`config.mk`:
```
export PLATFORM = sky130hd
export DESIGN_NAME = fib_lpm_search
export DESIGN_NICKNAME = d
export VERILOG_FILES = /design/src/source/fib_pkg.sv /design/src/source/fib_lpm_search.sv
export SDC_FILE = /design/constraint.sdc
export NUM_CORES = 1
export LEC_CHECK = 0
export BUFFER_PORTS_ARGS = -buffer_cell sky130_fd_sc_hd__buf_2
export CORE_MARGIN = 3
export CORE_UTILIZATION = 46
export DETAILED_ROUTE_END_ITERATION = 10
export PLACE_DENSITY = 0.77
export SLEW_MARGIN = 10
export SYNTH_ARGS = -nofsm -noshare
export SYNTH_HDL_FRONTEND = slang
export SYNTH_SLANG_ARGS = --single-unit
```
`constraint.sdc`:
```
create_clock -name clk -period 8.15 [get_ports clk]
set_input_delay 0.4075 -clock clk [delete_from_list [all_inputs] [get_ports clk]]
set_output_delay 0.4075 -clock clk [all_outputs]
set_load 0.005 [all_outputs]
```
`src/source/fib_pkg.sv`:
```
// FIB table shared definitions
`default_nettype none

package fib_pkg;

    // Packet field widths
    localparam int unsigned PREFIX_W = 64;
    localparam int unsigned META_W   = 8;
    localparam int unsigned BYTE_W   = 8;

    // Table geometry
    localparam int unsigned HASH_W      = 10;
    localparam int unsigned LEN_W       = 6;
    localparam int unsigned NUM_LENGTHS = 64;

    // Stream framing
    localparam int unsigned PREFIX_BYTES = 8;
    localparam int unsigned RESP_BYTES   = 17;

    typedef logic [PREFIX_W-1:0] prefix_t;
    // Bits 5:0 hold the prefix length
    typedef logic [META_W-1:0]   meta_t;
    typedef logic [BYTE_W-1:0]   byte_t;
    typedef logic [HASH_W-1:0]   hash_t;
    // Length doubles as the table row
    typedef logic [LEN_W-1:0]    len_t;

    // Announcement parser
    typedef enum logic [1:0] {
        ING_IDLE,
        ING_PREFIX,
        ING_HASH,
        ING_WRITE
    } ingest_state_e;

    // Longest-prefix search, one probe is hash, read, decide
    typedef enum logic [2:0] {
        SRCH_IDLE,
        SRCH_HASH,
        SRCH_READ,
        SRCH_DECIDE,
        SRCH_HANDOFF
    } search_state_e;

    // Response serializer sections
    typedef enum logic [1:0] {
        TX_IDLE,
        TX_META,
        TX_TOTAL,
        TX_LONGEST
    } tx_state_e;

endpackage

`default_nettype wire

```
`src/source/fib_lpm_search.sv`:
```
// Longest-prefix search FSM
`default_nettype none

module fib_lpm_search (
    input  wire logic             clk,
    input  wire logic             rst,
    input  wire logic             lookup_valid,
    output logic                  lookup_ready,
    input  wire fib_pkg::prefix_t lookup_prefix,
    input  wire fib_pkg::meta_t   lookup_metadata,
    output fib_pkg::prefix_t      hash_prefix,
    input  wire fib_pkg::hash_t   hash,
    output fib_pkg::len_t         rd_len,
    output fib_pkg::hash_t        rd_hash,
    input  wire logic             rd_bit,
    output logic                  job_valid,
    input  wire logic             job_ready,
    output fib_pkg::meta_t        job_meta,
    output fib_pkg::prefix_t      job_total,
    output fib_pkg::prefix_t      job_longest
);

    fib_pkg::search_state_e state;
    fib_pkg::meta_t         meta;
    // Request as received
    fib_pkg::prefix_t       total;
    // Prefix being narrowed down by the probe loop
    fib_pkg::prefix_t       cur_prefix;
    fib_pkg::len_t          len;
    logic                   lookup_fire;
    logic                   done;

    // One request at a time
    assign lookup_ready = (state == fib_pkg::SRCH_IDLE);
    assign lookup_fire  = lookup_valid && lookup_ready;

    // Hash unit follows the current prefix
    assign hash_prefix = cur_prefix;

    // Table probe at current length and hash
    assign rd_len  = len;
    assign rd_hash = hash;

    // Hit ends the search, so does a miss at length 0
    assign done = rd_bit || (len == '0);

    // Job offered to the serializer
    assign job_valid   = (state == fib_pkg::SRCH_HANDOFF);
    assign job_meta    = meta;
    assign job_total   = total;
    assign job_longest = cur_prefix;

    always_ff @(posedge clk or posedge rst) begin
        if (rst) begin
            state <= fib_pkg::SRCH_IDLE;
        end else begin
            case (state)
                fib_pkg::SRCH_IDLE: begin
                    if (lookup_fire) begin
                        state <= fib_pkg::SRCH_HASH;
                    end
                end
                // Hash of cur_prefix lands at the end of this cycle
                fib_pkg::SRCH_HASH: begin
                    state <= fib_pkg::SRCH_READ;
                end
                // Table read in flight
                fib_pkg::SRCH_READ: begin
                    state <= fib_pkg::SRCH_DECIDE;
                end
                fib_pkg::SRCH_DECIDE: begin
                    if (done) begin
                        state <= fib_pkg::SRCH_HANDOFF;
                    end else begin
                        state <= fib_pkg::SRCH_HASH;
                    end
                end
                // Hold until the serializer takes the job
                fib_pkg::SRCH_HANDOFF: begin
                    if (job_ready) begin
                        state <= fib_pkg::SRCH_IDLE;
                    end
                end
                default: begin
                    state <= fib_pkg::SRCH_IDLE;
                end
            endcase
        end
    end

    // Request latch and prefix narrowing
    always_ff @(posedge clk) begin
        if (lookup_fire) begin
            meta       <= lookup_metadata;
            total      <= lookup_prefix;
            cur_prefix <= lookup_prefix;
            len        <= lookup_metadata[fib_pkg::LEN_W-1:0];
        end else if ((state == fib_pkg::SRCH_DECIDE) && !done) begin
            // Miss, drop bit L and retry one length shorter
            cur_prefix[len] <= 1'b0;
            len             <= len - 1'b1;
        end
    end

endmodule

`default_nettype wire

```
Yosys cells after proc, flatten, opt, wreduce, memory -nomap -nowiden. Index checks and enable logic that the tools add are counted.

Register bits: 145. Input port bits: 87. Word-level logic and storage cells: 35.

Add/subtract/negate cells: 1. Order comparisons: 2. Eq/ne operators: 6. Multiplexer cells: 10. Bitwise logic cells: 2. Reductions and logical operators: 9.

Operator list (number): $mux 64 (2); $and 64x64->64 (1); $not 64->64 (1); $pmux 3 s5 (1); $mux 6 (2); $mux 3 (3); $lt 6x7->1 const B (1); $demux 1 s6 (1); $eq 3x2->1 const B (2); $ge 6x1->1 const B (1); $logic_not 6->1 (1); $sub 6x1->6 const B (1); $ne 2x1->1 const B (2); $eq 3x1->1 const B (1); $eq 3x3->1 const B (1); $logic_and 1x1->1 (3); $logic_not 3->1 (1); $reduce_and 2->1 (1); $reduce_bool 2->1 (1); $logic_not 1->1 (1); $logic_or 1x1->1 (1); $mux 1 (1).

Depth between registers and ports, before layout. Gate-level depths: netlist (run 1).

Word-level depth: 8. Mapped depth: 7. Depth with buffers taken out: 5.

Worst setup path after synthesis (run 1). Ideal clock, no wire load.

Path type: register to register. Start point: register len[0], in the netlist rd_len[0]. End point: register cur_prefix[0], in the netlist hash_prefix[0] (enable). Setup time: 0.601 ns. Arrival time: 6.106 ns. Slack: 1.442 ns. Stages on the path, launching flop included: 7. Buffers on the path: 1. Cells stage by stage: edfxtp_1 -> buf_6 -> inv_1 -> ha_1 -> nand2b_1 -> o21bai_2 -> o31ai_1.

Cells in the longest elaborated chain, start to end: 5.

RTL lines: start: declaration (RTL line fib_lpm_search.sv:29) `fib_pkg::len_t len;`; start signal: assignment (RTL line fib_lpm_search.sv:97) `len <= lookup_metadata[fib_pkg::LEN_W-1:0];`; start signal: assignment (RTL line fib_lpm_search.sv:101) `len <= len - 1'b1;`; $logic_not 6->1 (RTL line fib_lpm_search.sv:45) `assign done = rd_bit || (len == '0);`; $logic_or 1x1->1 (RTL line fib_lpm_search.sv:45); $logic_not 1->1 (RTL line fib_lpm_search.sv:98) `end else if ((state == fib_pkg::SRCH_DECIDE) && !done) begin`; $logic_and 1x1->1 (RTL line fib_lpm_search.sv:98); $reduce_bool 2->1 (no line); end signal: assignment (RTL line fib_lpm_search.sv:96) `cur_prefix <= lookup_prefix;`; end: declaration (RTL line fib_lpm_search.sv:28) `fib_pkg::prefix_t cur_prefix;`.

Every way passes these cells. A chain may end at the register's enable or synchronous reset.

Worst setup path in the final report (run 1).
Start point: register len[3], in the netlist rd_len[3]. End point: register cur_prefix[44], in the netlist hash_prefix[44] (enable).

The elaborated chain is that of the path after synthesis.

==> results of run 1 <==
[path summary, 6_finish.rpt]
| check | endpoint | slack, ns | depth (start not counted) |
|---|---|---|---|
| setup / recovery | hash_prefix[44] | 5.10 | 4 |
| hold / removal | job_meta[6] | 0.17 | 1 |
| setup reg to reg | hash_prefix[44] | 5.10 | 4 |
| hold reg to reg | state[1] | 0.55 | 1 |
| max in group asynchronous | state[1] | 7.62 | 3 |
| min in group asynchronous | state[0] | 0.40 | 3 |
[sequential cells by signal (all words and copies together) (netlist names)]
register	count
job_total	64
job_meta	8
hash_prefix	64
state	3
rd_len	6
[logic make-up (layout without fill, tap and decap cells)]
family,Yosys count,in the layout,synth area share
xor+xnor,4,4,0.005527
fa+ha+maj,1,1,0.001973
compound gates,139,139,0.1131
simple gates,96,96,0.07045
flops,145,145,0.6844
buf+inv,107,325,0.1245
[cell usage after synthesis, types with 2 or more instances]
master	n
edfxtp_1	142
dfrtp_1	3
buf_6	13
clkbuf_1	8
buf_2	4
o21ai_0	127
nor2_1	2
nor3b_1	2
nor2b_1	2
nand3b_1	6
inv_1	5
xnor2_1	3
nand3_1	2
or3b_1	4
nand2b_1	2
o21ai_1	6
o31ai_1	2
or3_1	2
or3b_2	2
nand2_1	70
buf_4	76
[what timing repair did]
action	CTS	global route
buffers inserted	0	0
hold buffers	1	0
hold endpoints to repair	3	0
[critical path, cell delays in order, from the launching register on]
cell	delay, ns
edfxtp_1	0.54
or3_1	0.47
o21bai_2	0.16
o31ai_4	0.77
buf_4	0.71
[report_power, final]
part,switching (µW),internal (µW)
clock,285,537
sequential,155,1160
combinational,526,333
total,966,2030
[routing by layer]
metal	vias to the layer above	wire, µm	track usage
li1	2117	-	-
met4	0	337	0.07682
met5	-	0	0
met3	30	1360	0.06679
met2	209	8567	0.3547
met1	2137	6305	0.2511
[metrics by stage]
stage                       util  instance area, µm²
after floorplan                -                6340
after global placement    0.5430                7248
after detailed placement  0.5430                7248
after CTS                 0.5904                7880
after global routing      0.5904                7880
final                     0.5904                7880
[final cells by class]
type / instances / area, µm²
Clock inverter: 14 / 192.7
Multi-Input combinational cell: 240 / 1225
Tap cell: 176 / 220.2
Clock buffer: 18 / 429.2
Fill cell: 1119 / 5468
Timing Repair Buffer: 287 / 1446
Inverter: 6 / 27.53
Sequential cell: 145 / 4339
==> reports/results.txt, run 1 <==
status -> finished clean
commonest non-fill, non-tap cells in the layout -> buf_2, edfxtp_1, o21ai_0, nand2_1, clkbuf_16
total gr overflow -> 0
Slew headroom -> 0.3471
die span in y -> 123.4 µm
Tcrit/Tclk final -> 0.3737
largest net degree at the start of global routing -> 111
clk slew on worst S/H paths -> 0.06 ns
Setup Slack @ Placement -> 5.052 ns
Layout Cells excl Fill -> 886
Post-synth EDFFs -> 142
DRC errors left -> 0
Final HPWL DP -> 11860 µm
initial antenna violation count -> 0
Yosys top cell by area -> edfxtp_1
Mapped Area -> 6340 µm²
via count -> 4493
CP Capture Type -> register
critical path startpoint category -> register
gpl congestion -> 0.7765
worst r2r src -> rd_len[3]
CTS tree -> built
WS Path Type -> reg -> reg
drt pass-1 iters -> 4
layout cells sized above 1 -> 0.4479
Yosys reg bits -> 145
Pleak -> 0.003127 µW
final hold vios -> 0
Longest Clk Path Bufs -> 2
setup ws final -> 5.104 ns
post-cts sizing count -> 0
CTS root buf -> clkbuf_16
Fin Hold WS -> 0.1724 ns
Critical path origin -> rd_len[3]
worst IR drop on VDD -> 0.1901 mV
count of input and output buffers -> 284
Core ar. -> 13350 µm²
aggregate routed wire length -> 16570 µm
total track usage -> 0.2095
FMAX -> 0.3283 GHz
Area Growth Syn to Fin -> 24.29%
commonest non-fill, non-tap cell in the layout -> buf_2
Initial Util -> 0.4750
FP Rows -> 42
Final min period -> 3.046 ns
total power -> 2999 µW
Via density -> 5.071
top cell type's share of synthesized area -> 0.6726
setup TNS -> 0 ns
Post-synth ARST share -> 0.02069
Ys Warns -> 0
PD cells -> 380.5 nW/µm²
Cells after Synth -> 492
main area contributors after synthesis -> edfxtp_1, o21ai_0, buf_4
RSZ-0062 raised after global routing -> false
# clock sinks -> 145
Critical Path RT -> 8.19 ns
Wirelength per Cell -> 18.70 µm
NumNets Final -> 785
vias in the first global route -> 4192
TritonCTS buffer count -> 17
Pins Over Slew Limit -> 0
I/O Pins -> 305
Setup Skew -> 0.006285 ns
CP arrival -> 3.08 ns
min-delay src -> lookup_metadata[6]
Inst Count DP -> 853
top_reg_cell synth -> edfxtp_1
register area share after synthesis -> 0.6844
Avg Inst Size Synth -> 12.89 µm²
post-synth cell types -> 30
Routed Antenna Nets -> 0
Max Cap Viol -> 0
worst min path class -> in -> reg
critical path peak fanout -> 54
Final setup viols -> 0
Starting DRT DRC Count -> 391
first-pass GRT wire length -> 23270 µm
Die ar. -> 15230 µm²
clock latency on the worst-skew pair -> 0.41 ns
ANT cells -> 0
H-Tree Depth -> 4
Worst Tran Pin Value -> 0.9793 ns
syn_nets -> 580
Die Span X -> 123.4 µm
Power figures use the tool's default switching activity.
==> run 2, diff against run 1 <==
Clock period 8.15 ns to 3.2 ns, I/O delays scaled along.
==> run 2 against run 1 <==
  * Power increased to 2.6 times the previous value
  * Clock skew increased by 0.0012 ns
  * Global-route usage increased by 2.0 points
  * Hold slack got worse by 0.12 ns
  * Worst setup slack got worse by 4.1 ns
  * Largest cell class unchanged
  * Design area increased by 9.5%
==> reports/results.txt, run 2 (same netlist as run 1, synthesis figures left out) <==
status -> finished clean
R2R Path End -> hash_prefix[19]
worst min path class -> in -> reg
final hold vios -> 0 (unchanged)
Worst Hold End -> state[2]
TritonCTS buffer count -> 17 (unchanged)
min-delay src -> job_ready
worst IR drop on VDD -> 0.4558 mV (+140%)
Longest Clk Path Bufs -> 2 (unchanged)
FP Rows -> 42 (unchanged)
post-cts sizing count -> 0 (unchanged)
Wirelength per Cell -> 18.58 µm (-0.66%)
aggregate routed wire length -> 17870 µm (+7.9%)
vias in the first global route -> 4642 (+11%)
# clock sinks -> 145 (unchanged)
CP Capture Type -> register
Die Span X -> 123.4 µm (unchanged)
setup TNS -> 0 ns (unchanged)
DRC errors left -> 0 (unchanged)
Initial Util -> 0.4750 (unchanged)
commonest non-fill, non-tap cells in the layout -> buf_2, edfxtp_1, o21ai_0, dlygate4sd3_1, nand2_1
layout cells sized above 1 -> 0.4076 (-0.04024)
total gr overflow -> 0 (unchanged)
R2R setup slack -> 1.02 ns (-4.08 ns)
Worst Tran Pin Value -> 0.5794 ns (-0.3999 ns)
critical path peak fanout -> 71 (+31%)
critical path startpoint category -> register
CP max stage delay -> 0.45 ns (-0.32 ns)
Reg2Reg Depth -> 5 (+1)
PD cells -> 891.9 nW/µm² (+130%)
Slew headroom -> 0.6125 (+0.2654)
Pleak -> 0.003432 µW (+9.7%)
CTS root buf -> clkbuf_16
H-Tree Depth -> 4 (unchanged)
initial antenna violation count -> 0 (unchanged)
clk slew on worst S/H paths -> 0.06 ns (about the same)
CP arrival -> 2.31 ns (-0.77 ns)
total track usage -> 0.2295 (+0.01998)
CTS tree -> built
Setup Skew -> 0.007524 ns (+0.001239 ns)
WS Path Type -> reg -> reg
Critical Path RT -> 3.33 ns (-4.86 ns)
FMAX -> 0.4593 GHz (+40%)
via count -> 4938 (+9.9%)
Tcrit/Tclk final -> 0.6804 (+0.3067)
Die ar. -> 15230 µm² (unchanged)
total power -> 7698 µW (+160%)
clock latency on the worst-skew pair -> 0.41 ns (about the same)
Crit-path slowest cell -> dfrtp_1
Routed Antenna Nets -> 0 (unchanged)
first-pass GRT wire length -> 25620 µm (+10%)
gpl congestion -> 0.7807 (+0.54%)
Pins Over Slew Limit -> 0 (unchanged)
largest net degree at the start of global routing -> 79 (-29%)
worst r2r src -> state[0]
critical path depth -> 5 (+1)
I/O Pins -> 305 (unchanged)
RSZ-0062 raised after global routing -> false
Starting DRT DRC Count -> 483 (+24%)
Core ar. -> 13350 µm² (unchanged)
drt pass-1 iters -> 5 (+1)
die span in y -> 123.4 µm (unchanged)
Final HPWL DP -> 11830 µm (-0.28%)
Area Growth Syn to Fin -> 36.14%
Final min period -> 2.177 ns (-0.8686 ns)
hold-critical path depth -> 3 (+2)
critical-path cell list -> nor3_2, nand2_1, inv_6, buf_12, o21ai_0
Via density -> 5.133 (+1.2%)
Max Cap Viol -> 0 (unchanged)
commonest non-fill, non-tap cell in the layout -> buf_2
Final setup viols -> 0 (unchanged)
NumNets Final -> 860 (+9.6%)
count of input and output buffers -> 284 (unchanged)
Buf/Inv on CP -> 2 (+1)
delay-heaviest family, CP -> buffers and inverters
[run 2: changes by cell type in the layout (fill, tap and decap cells not counted)]
cell	previous run	this run
diode_2	0	1
dlygate4sd3_1	1	73
clkinvlp_4	0	1
clkinv_1	5	3
clkinv_2	3	1
clkinv_4	0	1
buf_12	0	2
buf_4	2	3
clkbuf_1	1	4
bufinv_16	5	4
[run 2: stage by stage]
stage	cell area, µm²	hold slack [ns]	setup WS [ns]	utilization	cells
after floorplan	6354	-0.08636	0.007474	-	492
after global placement	7296	0.03811	1.137	0.5466	856
after detailed placement	7296	0.03827	1.029	0.5466	856
after CTS	8628	0.04278	1.015	0.6464	961
after global routing	8628	0.05132	0.8685	0.6464	961
final	8631	0.05518	1.023	0.6466	962
[run 2: tightest hold or removal path, stage by stage]
cell and delay, ns:
buf_2 0.10, inv_1 0.05, a32o_1 0.12
[run 2: cell type report]
type / instances / area (µm²)
fill: 1025 / 4717
sequential: 145 / 4339
timing repair buffer: 362 / 2215
multi-input combinational: 240 / 1225
clock buffer: 21 / 440.4
tap: 176 / 220.2
clock inverter: 11 / 161.4
inverter: 6 / 27.53
antenna: 1 / 2.502
[run 2: worst max path at each step]
stage,end,startpoint,slack (ns)
after floorplan,hash_prefix[0],rd_len[0],0.007
after global placement,hash_prefix[29],rd_len[0],1.14
after detailed placement,hash_prefix[35],rd_len[0],1.03
after CTS,hash_prefix[19],rd_len[0],1.02
after global routing,hash_prefix[36],rd_len[0],0.87
final,hash_prefix[19],state[0],1.02
[run 2: where the power goes]
group	switching [µW]	leakage (µW)	internal, µW
Combinational	1380	0.00179	942
Sequential	398	0.00136	2950
Clock	729	0.000288	1300
[run 2: routing by layer]
layer	wire length [µm]	up-vias	GRT usage
li1	-	2262	-
met1	6682	2367	0.2787
met2	9081	258	0.3843
met3	1512	51	0.05764
met4	597	0	0.1080
met5	0	-	0
[run 2: repair_timing]
| item | 4_1_cts | 5_1_grt |
|---|---|---|
| endpoints found under the hold margin | 75 | 0 |
| buffers inserted | 0 | 0 |
| hold buffers | 73 | 0 |
==> run 3, diff against run 2 <==
Settings changed: CORE_UTILIZATION 46 to 42, PLACE_DENSITY 0.77 to 0.74.
Clock period 3.2 ns to 1.75 ns, I/O delays scaled along.
==> run 3 against run 2 <==
  * Hold slack improved by 0.0096 ns
  * Worst setup slack got worse by 1.0 ns
  * Largest power group unchanged
  * Largest cell class unchanged
  * Core utilization decreased by 2.6 points
  * Global-route usage decreased by 0.66 points
  * Flip-flop and latch count unchanged
  * Design area increased by 5.3%
  * Critical path depth increased by 2
==> reports/results.txt, run 3 (same netlist as run 1, synthesis figures left out) <==
status -> finished clean
FMAX -> 0.5752 GHz (+25%)
worst IR drop on VDD -> 0.9740 mV (+110%)
final core occ -> 0.6205 (-0.02614)
Tcrit/Tclk final -> 0.9934 (+0.3129)
Max Cap Viol -> 0 (unchanged)
Pins Over Slew Limit -> 0 (unchanged)
I/O Pins -> 305 (unchanged)
largest net degree at the start of global routing -> 49 (-38%)
# clock sinks -> 145 (unchanged)
gpl congestion -> 0.7866 (+0.76%)
CP arrival -> 1.88 ns (-0.43 ns)
total power -> 14990 µW (+95%)
FP Rows -> 44 (+4.8%)
critical path peak fanout -> 8 (-89%)
Starting DRT DRC Count -> 397 (-18%)
critical path startpoint category -> register
Final min period -> 1.738 ns (-0.4390 ns)
clk slew on worst S/H paths -> 0.06 ns (about the same)
vias in the first global route -> 4931 (+6.2%)
first-pass GRT wire length -> 27460 µm (+7.2%)
CTS tree -> built
NumNets Final -> 898 (+4.4%)
Final HPWL DP -> 12700 µm (+7.4%)
Reg2Reg Depth -> 7 (+2)
layout cells sized above 1 -> 0.4484 (+0.04072)
aggregate routed wire length -> 19160 µm (+7.2%)
total track usage -> 0.2229 (-0.006552)
via count -> 4969 (+0.63%)
switching part of the total power -> 0.3249 (about the same)
Routed Antenna Nets -> 0 (unchanged)
sequential power share -> 0.402 (-0.033)
Wirelength per Cell -> 19.01 µm (+2.3%)
Area Growth Syn to Fin -> 43.32%
Critical Path RT -> 1.89 ns (-1.44 ns)
Multi-input gate area -> 1285 µm² (+4.9%)
filler instances -> 1130 (+10%)
Initial Util -> 0.4329 (-0.04204)
RSZ-0062 raised after global routing -> true
Inst Count DP -> 889 (+3.9%)
die span in y -> 128.9 µm (+4.4%)
TritonCTS buffer count -> 17 (unchanged)
setup ws final -> 0.01162 ns (-1.011 ns)
total gr overflow -> 0 (unchanged)
WS Path Type -> reg -> reg
Worst Tran Pin Value -> 0.5375 ns (-0.04195 ns)
Pleak -> 0.003661 µW (+6.7%)
Setup Slack @ Placement -> -0.07423 ns (-1.104 ns)
clock network power share -> 0.250 (-0.013)
CP Capture Type -> register
final hold vios -> 0 (unchanged)
commonest non-fill, non-tap cell in the layout -> buf_2
Longest Clk Path Bufs -> 2 (unchanged)
Die ar. -> 16600 µm² (+9.1%)
commonest non-fill, non-tap cells in the layout -> buf_2, edfxtp_1, o21ai_0, dlygate4sd3_1, nand2_1
Layout Cells excl Fill -> 1008 (+4.8%)
worst min path class -> in -> async
FF+latch area -> 4339 µm² (unchanged)
Via density -> 4.930 (-4.0%)
Final setup viols -> 0 (unchanged)
Fin Hold WS -> 0.06481 ns (+0.009631 ns)
drt pass-1 iters -> 4 (-1)
initial antenna violation count -> 0 (unchanged)
CTS root buf -> clkbuf_16
Slew headroom -> 0.6407 (+0.02813)
Gate power share -> 0.348 (+0.047)
count of input and output buffers -> 284 (unchanged)
DRC errors left -> 0 (unchanged)
H-Tree Depth -> 4 (unchanged)
Switching Power -> 4872 µW (+95%)
clock latency on the worst-skew pair -> 0.42 ns (about the same)
Int Pwr -> 10120 µW (+95%)
Core ar. -> 14640 µm² (+9.7%)
Setup Skew -> 0.005932 ns (-0.001592 ns)
PD cells -> 1650 nW/µm² (+85%)
Die Span X -> 128.9 µm (+4.4%)
## run 3: per-stage QoR
step                setup TNS (ns)  area (µm²)
global route                -1.808        9084
detailed placement         -0.9608        7546
CTS                         -1.000        8922
global placement                 0        7546
finish                           0        9086
floorplan                   -94.50        6365
## run 3: critical path, stage by stage (launching register included)
cell and delay (ns):
edfxtp_1 0.41, inv_1 0.10, ha_4 0.18, nand2b_4 0.07, o21bai_4 0.07, o31ai_4 0.26, buf_6 0.20, clkbuf_16 0.17
## run 3: path summary, 6_finish.rpt
kind | startpoint | end | slack [ns]
max | rd_len[1] | hash_prefix[50] | 0.01
min | rst | state[1] | 0.06
max reg2reg | rd_len[1] | hash_prefix[50] | 0.01
min reg2reg | state[2] | state[1] | 0.54
max in group asynchronous | rst | state[2] | 1.55
min in group clk | hash[3] | rd_hash[3] | 0.18
## run 3: timing repair
item | CTS | global route
hold endpoints to repair | 143 | 0
hold buffers | 75 | 0
gates resized for setup | 4 | 18
setup endpoints to repair | 84 | 110
pin swaps | 0 | 0
gates cloned | 0 | 3
setup buffers | 2 | 6
## run 3: routing by layer
metal | vias up | track usage | routed length [µm]
li1 | 2338 | - | -
met3 | 29 | 0.05645 | 1255
met1 | 2366 | 0.2696 | 7758
met5 | - | 0 | 0
met4 | 0 | 0.07721 | 353
met2 | 236 | 0.3878 | 9796
## run 3: power by group through the flow
stage | Sequential (µW) | Clock, µW | Combinational (µW)
after floorplan | 6110 | 0 | 2770
after global placement | 6040 | 0 | 4590
after detailed placement | 6090 | 0 | 4700
after CTS | 6030 | 3800 | 4890
after global routing | 6160 | 3940 | 5740
final | 6030 | 3740 | 5220
## run 3: area by class of cell
cell class / instances / area share
diodes: 1 / 0.0002754
clock buffers: 19 / 0.04765
clock inverters: 13 / 0.01845
inverters: 6 / 0.003029
multi-input cells: 240 / 0.1414
flip-flops and latches: 145 / 0.4776
well taps: 184 / 0.02534
repair buffers: 400 / 0.2863
